### src/source/mul_pkg.sv
////////////////////
// Multiply unit shared types
// Opcodes, request struct and pipeline structs
////////////////////
`default_nettype none

package mul_pkg;

    ////////////////////
    // Sizing

    // In-flight instruction ids tracked by default
    localparam int DEFAULT_NUM_IDS = 4;

    // Id field width, covers DEFAULT_NUM_IDS
    localparam int ID_BITS = 2;

    ////////////////////
    // Opcodes

    // Low two bits of funct3, RISC-V M extension order
    typedef enum logic [1:0] {
        MUL_OP    = 2'b00, // Low half, signedness irrelevant
        MULH_OP   = 2'b01, // High half, signed x signed
        MULHSU_OP = 2'b10, // High half, signed x unsigned
        MULHU_OP  = 2'b11  // High half, unsigned x unsigned
    } mul_op_t;

    ////////////////////
    // Structs

    // One request from the core
    typedef struct packed {
        mul_op_t            op;  // Multiply variant
        logic [31:0]        rs1; // First source operand
        logic [31:0]        rs2; // Second source operand
        logic [ID_BITS-1:0] id;  // Instruction id, result bank index
    } mul_issue_t;

    // Control travelling alongside the data
    typedef struct packed {
        logic                       high;         // Upper product half wanted
        logic [ID_BITS-1:0]         id;           // Bank write index
        logic [DEFAULT_NUM_IDS-1:0] done_one_hot; // Zero when no request in stage
    } mul_ctrl_t;

    // Operands widened by one bit so every variant is a signed multiply
    typedef struct packed {
        logic [32:0] rs1_ext;
        logic [32:0] rs2_ext;
    } mul_operands_t;

endpackage

`default_nettype wire

### src/source/mul_decode.sv
////////////////////
// Multiply decode stage
// Operand extension, half select, input register
////////////////////
`default_nettype none

module mul_decode #(
    parameter int NUM_IDS = mul_pkg::DEFAULT_NUM_IDS
) (
    input  logic                   clk,
    input  logic                   reset,
    input  logic                   issue_valid,
    input  mul_pkg::mul_issue_t    issue,
    output mul_pkg::mul_operands_t stage1_operands,
    output mul_pkg::mul_ctrl_t     stage1_ctrl
);

    logic                                rs1_signed;    // Extend rs1 with its sign bit
    logic                                rs2_signed;    // Extend rs2 with its sign bit
    logic                                high_next;     // Upper half selected
    mul_pkg::mul_operands_t              operands_next;
    logic [mul_pkg::DEFAULT_NUM_IDS-1:0] one_hot_next;  // Id as one-hot, gated by valid

    ////////////////////
    // Operand extension

    always_comb begin
        // MUL sign choice only touches bits above 31
        rs1_signed = issue.op inside {mul_pkg::MULH_OP, mul_pkg::MULHSU_OP};
        rs2_signed = issue.op inside {mul_pkg::MUL_OP, mul_pkg::MULH_OP};
        high_next = (issue.op != mul_pkg::MUL_OP);

        // 33 bit operands, zero top bit for unsigned
        operands_next.rs1_ext = {issue.rs1[31] & rs1_signed, issue.rs1};
        operands_next.rs2_ext = {issue.rs2[31] & rs2_signed, issue.rs2};
    end

    // Only the first NUM_IDS bits ever set
    always_comb begin
        one_hot_next = '0;
        for (int i = 0; i < NUM_IDS; i++) begin
            one_hot_next[i] = issue_valid && (int'(issue.id) == i);
        end
    end

    ////////////////////
    // Stage 1 register

    always_ff @(posedge clk) begin
        stage1_operands <= operands_next; // Loads every cycle, no enable
        stage1_ctrl.high <= high_next;
        stage1_ctrl.id <= issue.id;
        if (reset) begin
            stage1_ctrl.done_one_hot <= '0; // No phantom completion
        end else begin
            stage1_ctrl.done_one_hot <= one_hot_next;
        end
    end

endmodule

`default_nettype wire

### src/source/mul_execute.sv
////////////////////
// Multiply execute stage
// Registered 33x33 signed product
////////////////////
`default_nettype none

module mul_execute (
    input  logic                   clk,
    input  logic                   reset,
    input  mul_pkg::mul_operands_t stage1_operands,
    input  mul_pkg::mul_ctrl_t     stage1_ctrl,
    output logic signed [65:0]     product,
    output mul_pkg::mul_ctrl_t     stage2_ctrl
);

    // Signed views of the extended operands
    logic signed [32:0] rs1_s;
    logic signed [32:0] rs2_s;

    ////////////////////
    // Multiplier

    // Struct fields are unsigned, reinterpret here
    assign rs1_s = stage1_operands.rs1_ext;
    assign rs2_s = stage1_operands.rs2_ext;

    // Input register sits in decode, output register here
    // Maps onto a DSP block with both registers absorbed
    always_ff @(posedge clk) begin
        product <= rs1_s * rs2_s; // Full 66 bit signed result
    end

    ////////////////////
    // Control delay

    // Control follows the product by one stage
    always_ff @(posedge clk) begin
        stage2_ctrl.high <= stage1_ctrl.high;
        stage2_ctrl.id <= stage1_ctrl.id;
        if (reset) begin
            stage2_ctrl.done_one_hot <= '0; // Strobe quiet out of reset
        end else begin
            stage2_ctrl.done_one_hot <= stage1_ctrl.done_one_hot;
        end
    end

endmodule

`default_nettype wire

### src/source/mul_result_bank.sv
////////////////////
// Multiply result bank
// Done strobe, id-indexed result storage
////////////////////
`default_nettype none

module mul_result_bank #(
    parameter int NUM_IDS = mul_pkg::DEFAULT_NUM_IDS
) (
    input  logic                        clk,
    input  logic signed [65:0]          product,
    input  mul_pkg::mul_ctrl_t          stage2_ctrl,
    input  logic [mul_pkg::ID_BITS-1:0] rd_id,
    output logic [NUM_IDS-1:0]          done_one_hot,
    output logic [31:0]                 rd_data
);

    logic [31:0] bank [NUM_IDS]; // One result per in-flight id
    logic        write_en;       // Stage 2 holds a live request
    logic [31:0] write_data;     // Selected product half

    ////////////////////
    // Completion

    // Result lands in the bank at the coming edge
    // so the core sees it as done next cycle
    assign done_one_hot = stage2_ctrl.done_one_hot[NUM_IDS-1:0];
    assign write_en = |done_one_hot;

    ////////////////////
    // Half select

    // Bits 65:64 are only sign extension
    always_comb begin
        if (stage2_ctrl.high) begin
            write_data = product[63:32]; // MULH, MULHSU, MULHU
        end else begin
            write_data = product[31:0];  // MUL
        end
    end

    ////////////////////
    // Bank

    // Entry held until the id is issued again
    always_ff @(posedge clk) begin
        if (write_en) begin
            bank[stage2_ctrl.id] <= write_data;
        end
    end

    // Writeback reads by id, no register
    assign rd_data = bank[rd_id];

endmodule

`default_nettype wire

### src/source/mul_unit.sv
////////////////////
// RV32 M-extension multiply unit
////////////////////
`default_nettype none

module mul_unit #(
    parameter int NUM_IDS = mul_pkg::DEFAULT_NUM_IDS // At most DEFAULT_NUM_IDS
) (
    input  logic                        clk,
    input  logic                        reset,
    input  logic                        issue_valid,  // One request per cycle
    input  mul_pkg::mul_issue_t         issue,
    input  logic [mul_pkg::ID_BITS-1:0] rd_id,        // Writeback read id
    output logic [NUM_IDS-1:0]          done_one_hot, // Result ready next cycle
    output logic [31:0]                 rd_data
);

    // Stage boundaries
    mul_pkg::mul_operands_t stage1_operands;
    mul_pkg::mul_ctrl_t     stage1_ctrl;
    logic signed [65:0]     product;
    mul_pkg::mul_ctrl_t     stage2_ctrl;

    mul_decode #(.NUM_IDS(NUM_IDS)) u_decode (
        .clk             (clk),
        .reset           (reset),
        .issue_valid     (issue_valid),
        .issue           (issue),
        .stage1_operands (stage1_operands),
        .stage1_ctrl     (stage1_ctrl)
    );

    mul_execute u_execute (
        .clk             (clk),
        .reset           (reset),
        .stage1_operands (stage1_operands),
        .stage1_ctrl     (stage1_ctrl),
        .product         (product),
        .stage2_ctrl     (stage2_ctrl)
    );

    mul_result_bank #(.NUM_IDS(NUM_IDS)) u_result_bank (
        .clk          (clk),
        .product      (product),
        .stage2_ctrl  (stage2_ctrl),
        .rd_id        (rd_id),
        .done_one_hot (done_one_hot),
        .rd_data      (rd_data)
    );

endmodule

`default_nettype wire

### config.mk
export PLATFORM = sky130hd
export DESIGN_NAME = mul_unit
export DESIGN_NICKNAME = d
export VERILOG_FILES = /design/src/source/mul_pkg.sv /design/src/source/mul_decode.sv /design/src/source/mul_execute.sv /design/src/source/mul_result_bank.sv /design/src/source/mul_unit.sv
export SDC_FILE = /design/constraint.sdc
export NUM_CORES = 2
export LEC_CHECK = 0
export ABC_AREA = 1
export BUFFER_PORTS_ARGS = -buffer_cell sky130_fd_sc_hd__buf_2
export CAP_MARGIN = 40
export CORE_MARGIN = 10
export CORE_UTILIZATION = 35
export DETAILED_ROUTE_END_ITERATION = 7
export PLACE_DENSITY_LB_ADDON = 0.1
export SLEW_MARGIN = 5
export SYNTH_ARGS = -nofsm -noshare
export SYNTH_HDL_FRONTEND = slang
export SYNTH_SLANG_ARGS = --single-unit
### constraint.sdc
create_clock -name clk -period 20.9 [get_ports clk]
set_input_delay 2.09 -clock clk [delete_from_list [all_inputs] [get_ports clk]]
set_output_delay 2.09 -clock clk [all_outputs]
set_load 0.03 [all_outputs]
# After elaboration in Yosys (flattened, before gate mapping)
# Memory sizes are Yosys's and may differ from the RTL's.
# Index checks and enable logic that the tools add are counted.
[word_totals] register_bits=144 ramBits=128 inputBits=73 out_inout_bits=36 elab_cells=31 mem_count=1
[classes] mul=1 n_eq_ne=5 n_mux=3 bitwise_logic=2 reduce_logical=10
[mem_list] memory="u_result_bank.bank" words=4 word_bits=32 rd=1 rd_clocked_by_memory_dff=0 write_ports=1 line_no="mul_result_bank.sv:18" source="logic [31:0] bank [NUM_IDS];"
[ops] operator="33-bit by 33-bit multiplier with 64-bit output" count=1
[ops] operator="32-bit 2-to-1 mux" count=1
[ops] operator="2-bit equality test (second input constant)" count=3
[ops] operator="2-bit nonzero test" count=3
[ops] operator="2-bit by 1-bit equality test with 1-bit output (second input constant)" count=2
[ops] operator="1-bit logical AND" count=4
[ops] operator="2-bit logical NOT" count=2
[ops] operator="4-bit OR reduction" count=1
[ops] operator="1-bit AND" count=2
[ops] operator="1-bit 2-to-1 mux" count=2

# Logic depth before layout (Yosys ltp)
[logic_depth] ltp_word=3 depth_mapped=33

# Modules after synthesis
# A second synthesis with hierarchy kept.
[hier_totals] cells_unflattened=6266 hier_area_um2=50721.1
[by_module_without_submodules] mod="mul_execute" n_inst=1 cells_per_inst=5551 area_per_inst_um2=43241.5
[by_module_without_submodules] mod="mul_result_bank" n_inst=1 cells_per_inst=621 area_per_inst_um2=5921.9
[by_module_without_submodules] mod="mul_decode" n_inst=1 cells_per_inst=94 area_per_inst_um2=1557.7

# Worst setup path before layout
# Ideal clock, no wire load.
[synth_path] path_kind="reg2reg" from="reg, netlist name u_decode.stage1_operands[65]" to="reg u_execute.product[57]" setup_ps=113 t_arrival_ps=7243 required_ps=20787 slack_ps=13544 stages_incl_launch_ff=25 path_buffers=2 period_less_slack_ps=7356 path_cell_list="dfxtp_1 > clkbuf_1 > clkbuf_1 > nand2_1 > inv_1 > fa_1 > fa_1 > fa_1 > inv_1 > fa_1 > inv_1 > fa_1 > fa_1 > fa_1 > inv_1 > fa_1 > inv_1 > ha_1 > nand2_1 > nor2_1 > inv_1 > nor4_1 > nand3_1 > nand4_1 > nand2_1"
[synth_between] elab_chain_cells=1
[synth_rtl] element="33-bit by 33-bit multiplier with 64-bit output" line_no="mul_execute.sv:30" source="product <= rs1_s * rs2_s;"
[synth_rtl] element="end signal, assigned" line_no="mul_execute.sv:30"
[synth_rtl] element="end, declared" line_no="mul_execute.sv:12" source="output logic signed [65:0] product,"
# No other way between the ends.
# A chain may end at the register's enable or synchronous reset.

# Worst setup path after layout
[layout_path] from="reg, netlist name u_decode.stage1_operands[0]" to="reg u_execute.product[55]"
[layout_between] elab_chain_cells=1
[layout_rtl] element="33-bit by 33-bit multiplier with 64-bit output" line_no="mul_execute.sv:30"
# No other way between the ends.

==> results.txt <==
Summing the areas of all compound-gate instances in the mapped netlist gives 2.73% of the synthesized area. STA classifies the critical path endpoint as a flip-flop. The total number of nets in the final design was 7,071. The first routing iteration left 1,849 violations. The tools report the critical register-to-register path startpoint as u_decode.stage1_operands[0]$_DFF_P_. For this run, the leading register cell type out of synthesis is sky130_fd_sc_hd__dfxtp_1. The critical path class was flip-flop to flip-flop. The total area inside the core boundary comes to 138,000 um2. Overall die width: 393 um.

The aggregate global routing overflow is 0. The number of vias per cell after detailed routing is 4.59. The path type of the worst min-delay path was flip-flop to flip-flop.

Global routing used 19.7% of the available tracks. The run gives 37 as the clock buffer count from CTS. The type of origin of the critical path was a flip-flop. Counting distinct cell types in the post-synthesis netlist gives 41.

The portion of the clock cycle consumed by the worst path in the final layout was 39.3%. The average instance in the mapped netlist occupies 8.50 um2. The relative area change from synthesis to final layout is 7.30%. Setup violations remaining at the end of the flow were counted as 0. In the layout the commonest cells are sky130_fd_sc_hd__inv_1, sky130_fd_sc_hd__nand2_1, sky130_fd_sc_hd__fa_1. The repair_antennas step left the layout with diodes totalling 0. Once detail routing completed, the nets flagged for antenna violations numbered 0. Counting both buffers and inverters, the worst setup path holds a total of 6.

TritonCTS built the clock tree. The fraction of registers with async set or reset after synthesis is 0%. In this run the critical register-to-register path is captured at u_execute.product[55]$_DFF_P_.

The critical path goes through buf_4 > nand2_1 > inv_1 > fa_1 > fa_1 > fa_1 > inv_1 > fa_1 > inv_1 > fa_1 > fa_1 > fa_1 > inv_1 > fa_1 > inv_1 > ha_1 > nand2_1 > nor2_1 > nand2_1 > nor3_1 > o21ai_0 > nand4_1 > nand2_1. The run gives 122 MHz as the fmax. Delay of the slowest cell on the worst path: 0.97 ns. The die covers 154,000 um2. Summing the areas of all xor and xnor instances in the mapped netlist gives 0.864% of the synthesized area. For this run, the detailed router's first-pass iteration total came to 7. In this run the vertical extent of the chip is 393 um. In the final layout, the share of cells above drive strength 1 is 5.82%. The first global-routing pass estimated 233,000 um of wire. Clock transition at the register clock pins on the worst setup and hold paths after CTS: 0.06 ns.

The tools report the final worst clock skew as 0.0530 ns. The logs give 0 for the max-slew violation count and 0 for the post-route DRC violation count. Data on the critical path arrives at its endpoint at 8.72 ns. The fraction of synthesized area in multiplexers is 0.740%.

Setup repair after global routing left no endpoint under its margin. The library cell used most frequently in the layout, excluding fill and tap cells, is sky130_fd_sc_hd__inv_1. The run finished with clean final reports.

The fraction of post-synthesis cell area in the top cell type by area works out to 46.3%. The final layout contains routed wiring with a total length of 147,000 um. The tools report the final setup TNS as 0 ns. The number of nets handed over by synthesis was 7,136. The run gives 38,200 as the via count of the first global-routing pass. In this run the core area contains 136 standard-cell rows. In this run the worst setup path terminates at u_execute.product[55]$_DFF_P_. For the worst flop-to-flop path, the logic depth is 23. Post-synthesis instance area: 48,700 um2.

The largest total area in the synthesized netlist belongs to sky130_fd_sc_hd__fa_1. Category of cells accounting for the largest share of critical-path delay: adder cells. In this run the tool buffered the top-level ports with 108 buffer cells. Counting stages on the worst path, the most repeated cell is sky130_fd_sc_hd__fa_1. The tree built by TritonCTS fans out to 272 sinks. The number of endpoints with negative hold slack in the final report is 0, and the worst reg-to-reg setup slack is 12.69 ns.

For the share of the core filled with cells in the final layout, the log shows 37.9%. The maximum clock insertion buffer count is 3. At the end of routability-driven placement, the weighted congestion stood at 0.896.

In this run the worst setup path begins at u_decode.stage1_operands[0]$_DFF_P_. At the worst endpoint, the required time is 21.41 ns. Of the total synthesized cell area, the portion taken by AND, OR, NAND and NOR gates is 14.2%. Pin slew with the least headroom to its limit: 0.755 ns. The run gives 0 as the max-cap check violation count. After clock tree synthesis, the flow added hold-fix buffers numbering 0. Ranked by total cell area, the synthesized netlist is headed by sky130_fd_sc_hd__fa_1, sky130_fd_sc_hd__inv_1, sky130_fd_sc_hd__nand2_1, sky130_fd_sc_hd__edfxtp_1, sky130_fd_sc_hd__dfxtp_1. Headroom to the max-slew limit came out at 49.7%. The number of buffers added for setup after CTS was 0. The tools report the boundary pin count as 109. The number of enable flip-flop cells after synthesis came out at 128. For this block, the via count after detailed routing is 34,400. The clock reaches the later pin of the worst-skew pair after 0.64 ns. Once detailed placement completed, the half-perimeter wirelength came to 117,000 um.

Yosys printed 0 warnings. Dividing the detail-routed wire length by the instance count gives 19.6 um. The sequential cell area fraction in the yosys report is 13.8%, and the number of gates given a new drive strength after cts is 0.

The largest family of logic cells by synthesized area is adder cells. The minimum clock period is 8.21 ns, and the number of antenna violations at the first check in global routing is 5. The cell sitting at the root of the clock tree is a sky130_fd_sc_hd__clkbuf_16.

The pin count of the biggest net entering global routing was 66. Count of cell instances traversed by the critical path: 23. The cell count after synthesis came out at 5,724.

The number of register bits inferred by synthesis is 272, and the peak fanout along the critical path is 33. Summing the areas of all fa, ha and maj instances in the mapped netlist gives 51.8% of the synthesized area. The largest individual stage delay along the critical path comes from the cell sky130_fd_sc_hd__fa_1.

Once the floorplan was initialized, standard cells occupied 35.3% of the core. In this run the number of H-tree levels came out at 2.
-- layer usage --
| metal | GRT usage, % | part of all wire [%] | routed length [um] | vias up |
|---|---|---|---|---|
| met5 | 0 | 0.018 | 27 | - |
| met4 | 3.27 | 1.6 | 2320 | 4 |
| met3 | 2.19 | 4.1 | 6090 | 100 |
| met2 | 33.3 | 47 | 69600 | 623 |
| met1 | 27.6 | 47 | 68800 | 17800 |
| li1 | - | - | - | 15900 |
-- per-stage QoR --
| stage | instance area, um2 | instances | worst slack (ns) | hold WS, ns |
|---|---|---|---|---|
| after floorplan | 48700 | 5724 | 13.54 | 0.310 |
| after global placement | 50900 | 7412 | 12.78 | 0.315 |
| after detailed placement | 51000 | 7414 | 12.62 | 0.314 |
| after CTS | 52200 | 7481 | 12.60 | 0.328 |
| after global routing | 52200 | 7481 | 12.11 | 0.337 |
| final | 52200 | 7481 | 12.69 | 0.325 |
-- how the worst min path moves through the flow --
stage | start | end | slack, ns | cells past startpoint
2_1_floorplan | u_decode.stage1_ctrl[4]$_DFF_P_ | u_execute.stage2_ctrl[4]$_DFF_P_ | 0.31 | 0
3_3_place_gp | u_decode.stage1_ctrl[5]$_DFF_P_ | u_execute.stage2_ctrl[5]$_DFF_P_ | 0.31 | 0
3_5_place_dp | u_decode.stage1_ctrl[5]$_DFF_P_ | u_execute.stage2_ctrl[5]$_DFF_P_ | 0.31 | 0
4_1_cts | u_decode.stage1_ctrl[5]$_DFF_P_ | u_execute.stage2_ctrl[5]$_DFF_P_ | 0.33 | 0
5_1_grt | u_decode.stage1_ctrl[5]$_DFF_P_ | u_execute.stage2_ctrl[5]$_DFF_P_ | 0.34 | 0
6_report | u_decode.stage1_ctrl[5]$_DFF_P_ | u_execute.stage2_ctrl[5]$_DFF_P_ | 0.32 | 0
-- cells by family (layout without fill, tap and decap cells) --
logic type,Yosys count,after routing
buffers and inverters,2047,2010
and+or+nand+nor,1746,1746
muxes,32,32
adders and majority gates,1339,1339
AOI/OAI and AO/OA,240,240
xor gates and xnor gates,48,48
DFF,272,272
-- Yosys cell counts, types with 3 or more instances --
cell / number
sky130_fd_sc_hd__a21o_1: 3
sky130_fd_sc_hd__a21oi_1: 73
sky130_fd_sc_hd__a21oi_2: 5
sky130_fd_sc_hd__buf_1: 4
sky130_fd_sc_hd__buf_2: 6
sky130_fd_sc_hd__buf_4: 4
sky130_fd_sc_hd__clkbuf_1: 276
sky130_fd_sc_hd__dfxtp_1: 144
sky130_fd_sc_hd__edfxtp_1: 128
sky130_fd_sc_hd__fa_1: 1125
sky130_fd_sc_hd__ha_1: 214
sky130_fd_sc_hd__inv_1: 1754
sky130_fd_sc_hd__mux2_2: 32
sky130_fd_sc_hd__nand2_1: 1377
sky130_fd_sc_hd__nand2_2: 11
sky130_fd_sc_hd__nand3_1: 71
sky130_fd_sc_hd__nand3_2: 8
sky130_fd_sc_hd__nand3b_1: 4
sky130_fd_sc_hd__nand4_1: 19
sky130_fd_sc_hd__nor2_1: 207
sky130_fd_sc_hd__nor2_2: 9
sky130_fd_sc_hd__nor2_4: 6
sky130_fd_sc_hd__nor3_1: 19
sky130_fd_sc_hd__o21ai_0: 100
sky130_fd_sc_hd__o21ai_1: 4
sky130_fd_sc_hd__o21bai_1: 15
sky130_fd_sc_hd__o22ai_1: 32
sky130_fd_sc_hd__or2_2: 9
sky130_fd_sc_hd__xnor2_1: 7
sky130_fd_sc_hd__xor2_1: 41
-- area by class of cell --
cell class,instances,area [um2]
clock buffers,54,1060
clock inverters,13,203
fillers,14300,85600
inverters,1757,6600
multi-input cells,3405,34300
flip-flops and latches,272,6730
well taps,1794,2240
repair buffers,186,1140
-- flip-flops by register name, indices dropped and copies added, names as in the netlist --
signal / cells
u_execute.product: 64
u_decode.stage1_operands: 66
u_result_bank.bank: 128
u_execute.stage2_ctrl: 7
u_decode.stage1_ctrl: 7
-- worst register-to-register path: cells and delay by family (launching register included) --
family	cells	cell delay, ns
AND/OR/NAND/NOR	7	1.10
AO/OA/AOI/OAI	1	0.17
buffers and inverters	6	1.18
flip-flops	1	0.31
adder cells (fa/ha/maj)	9	5.30
Power is left out: the tool's default activity adds up to more than one toggle a clock period on the data nets, which glitch-free logic cannot reach.
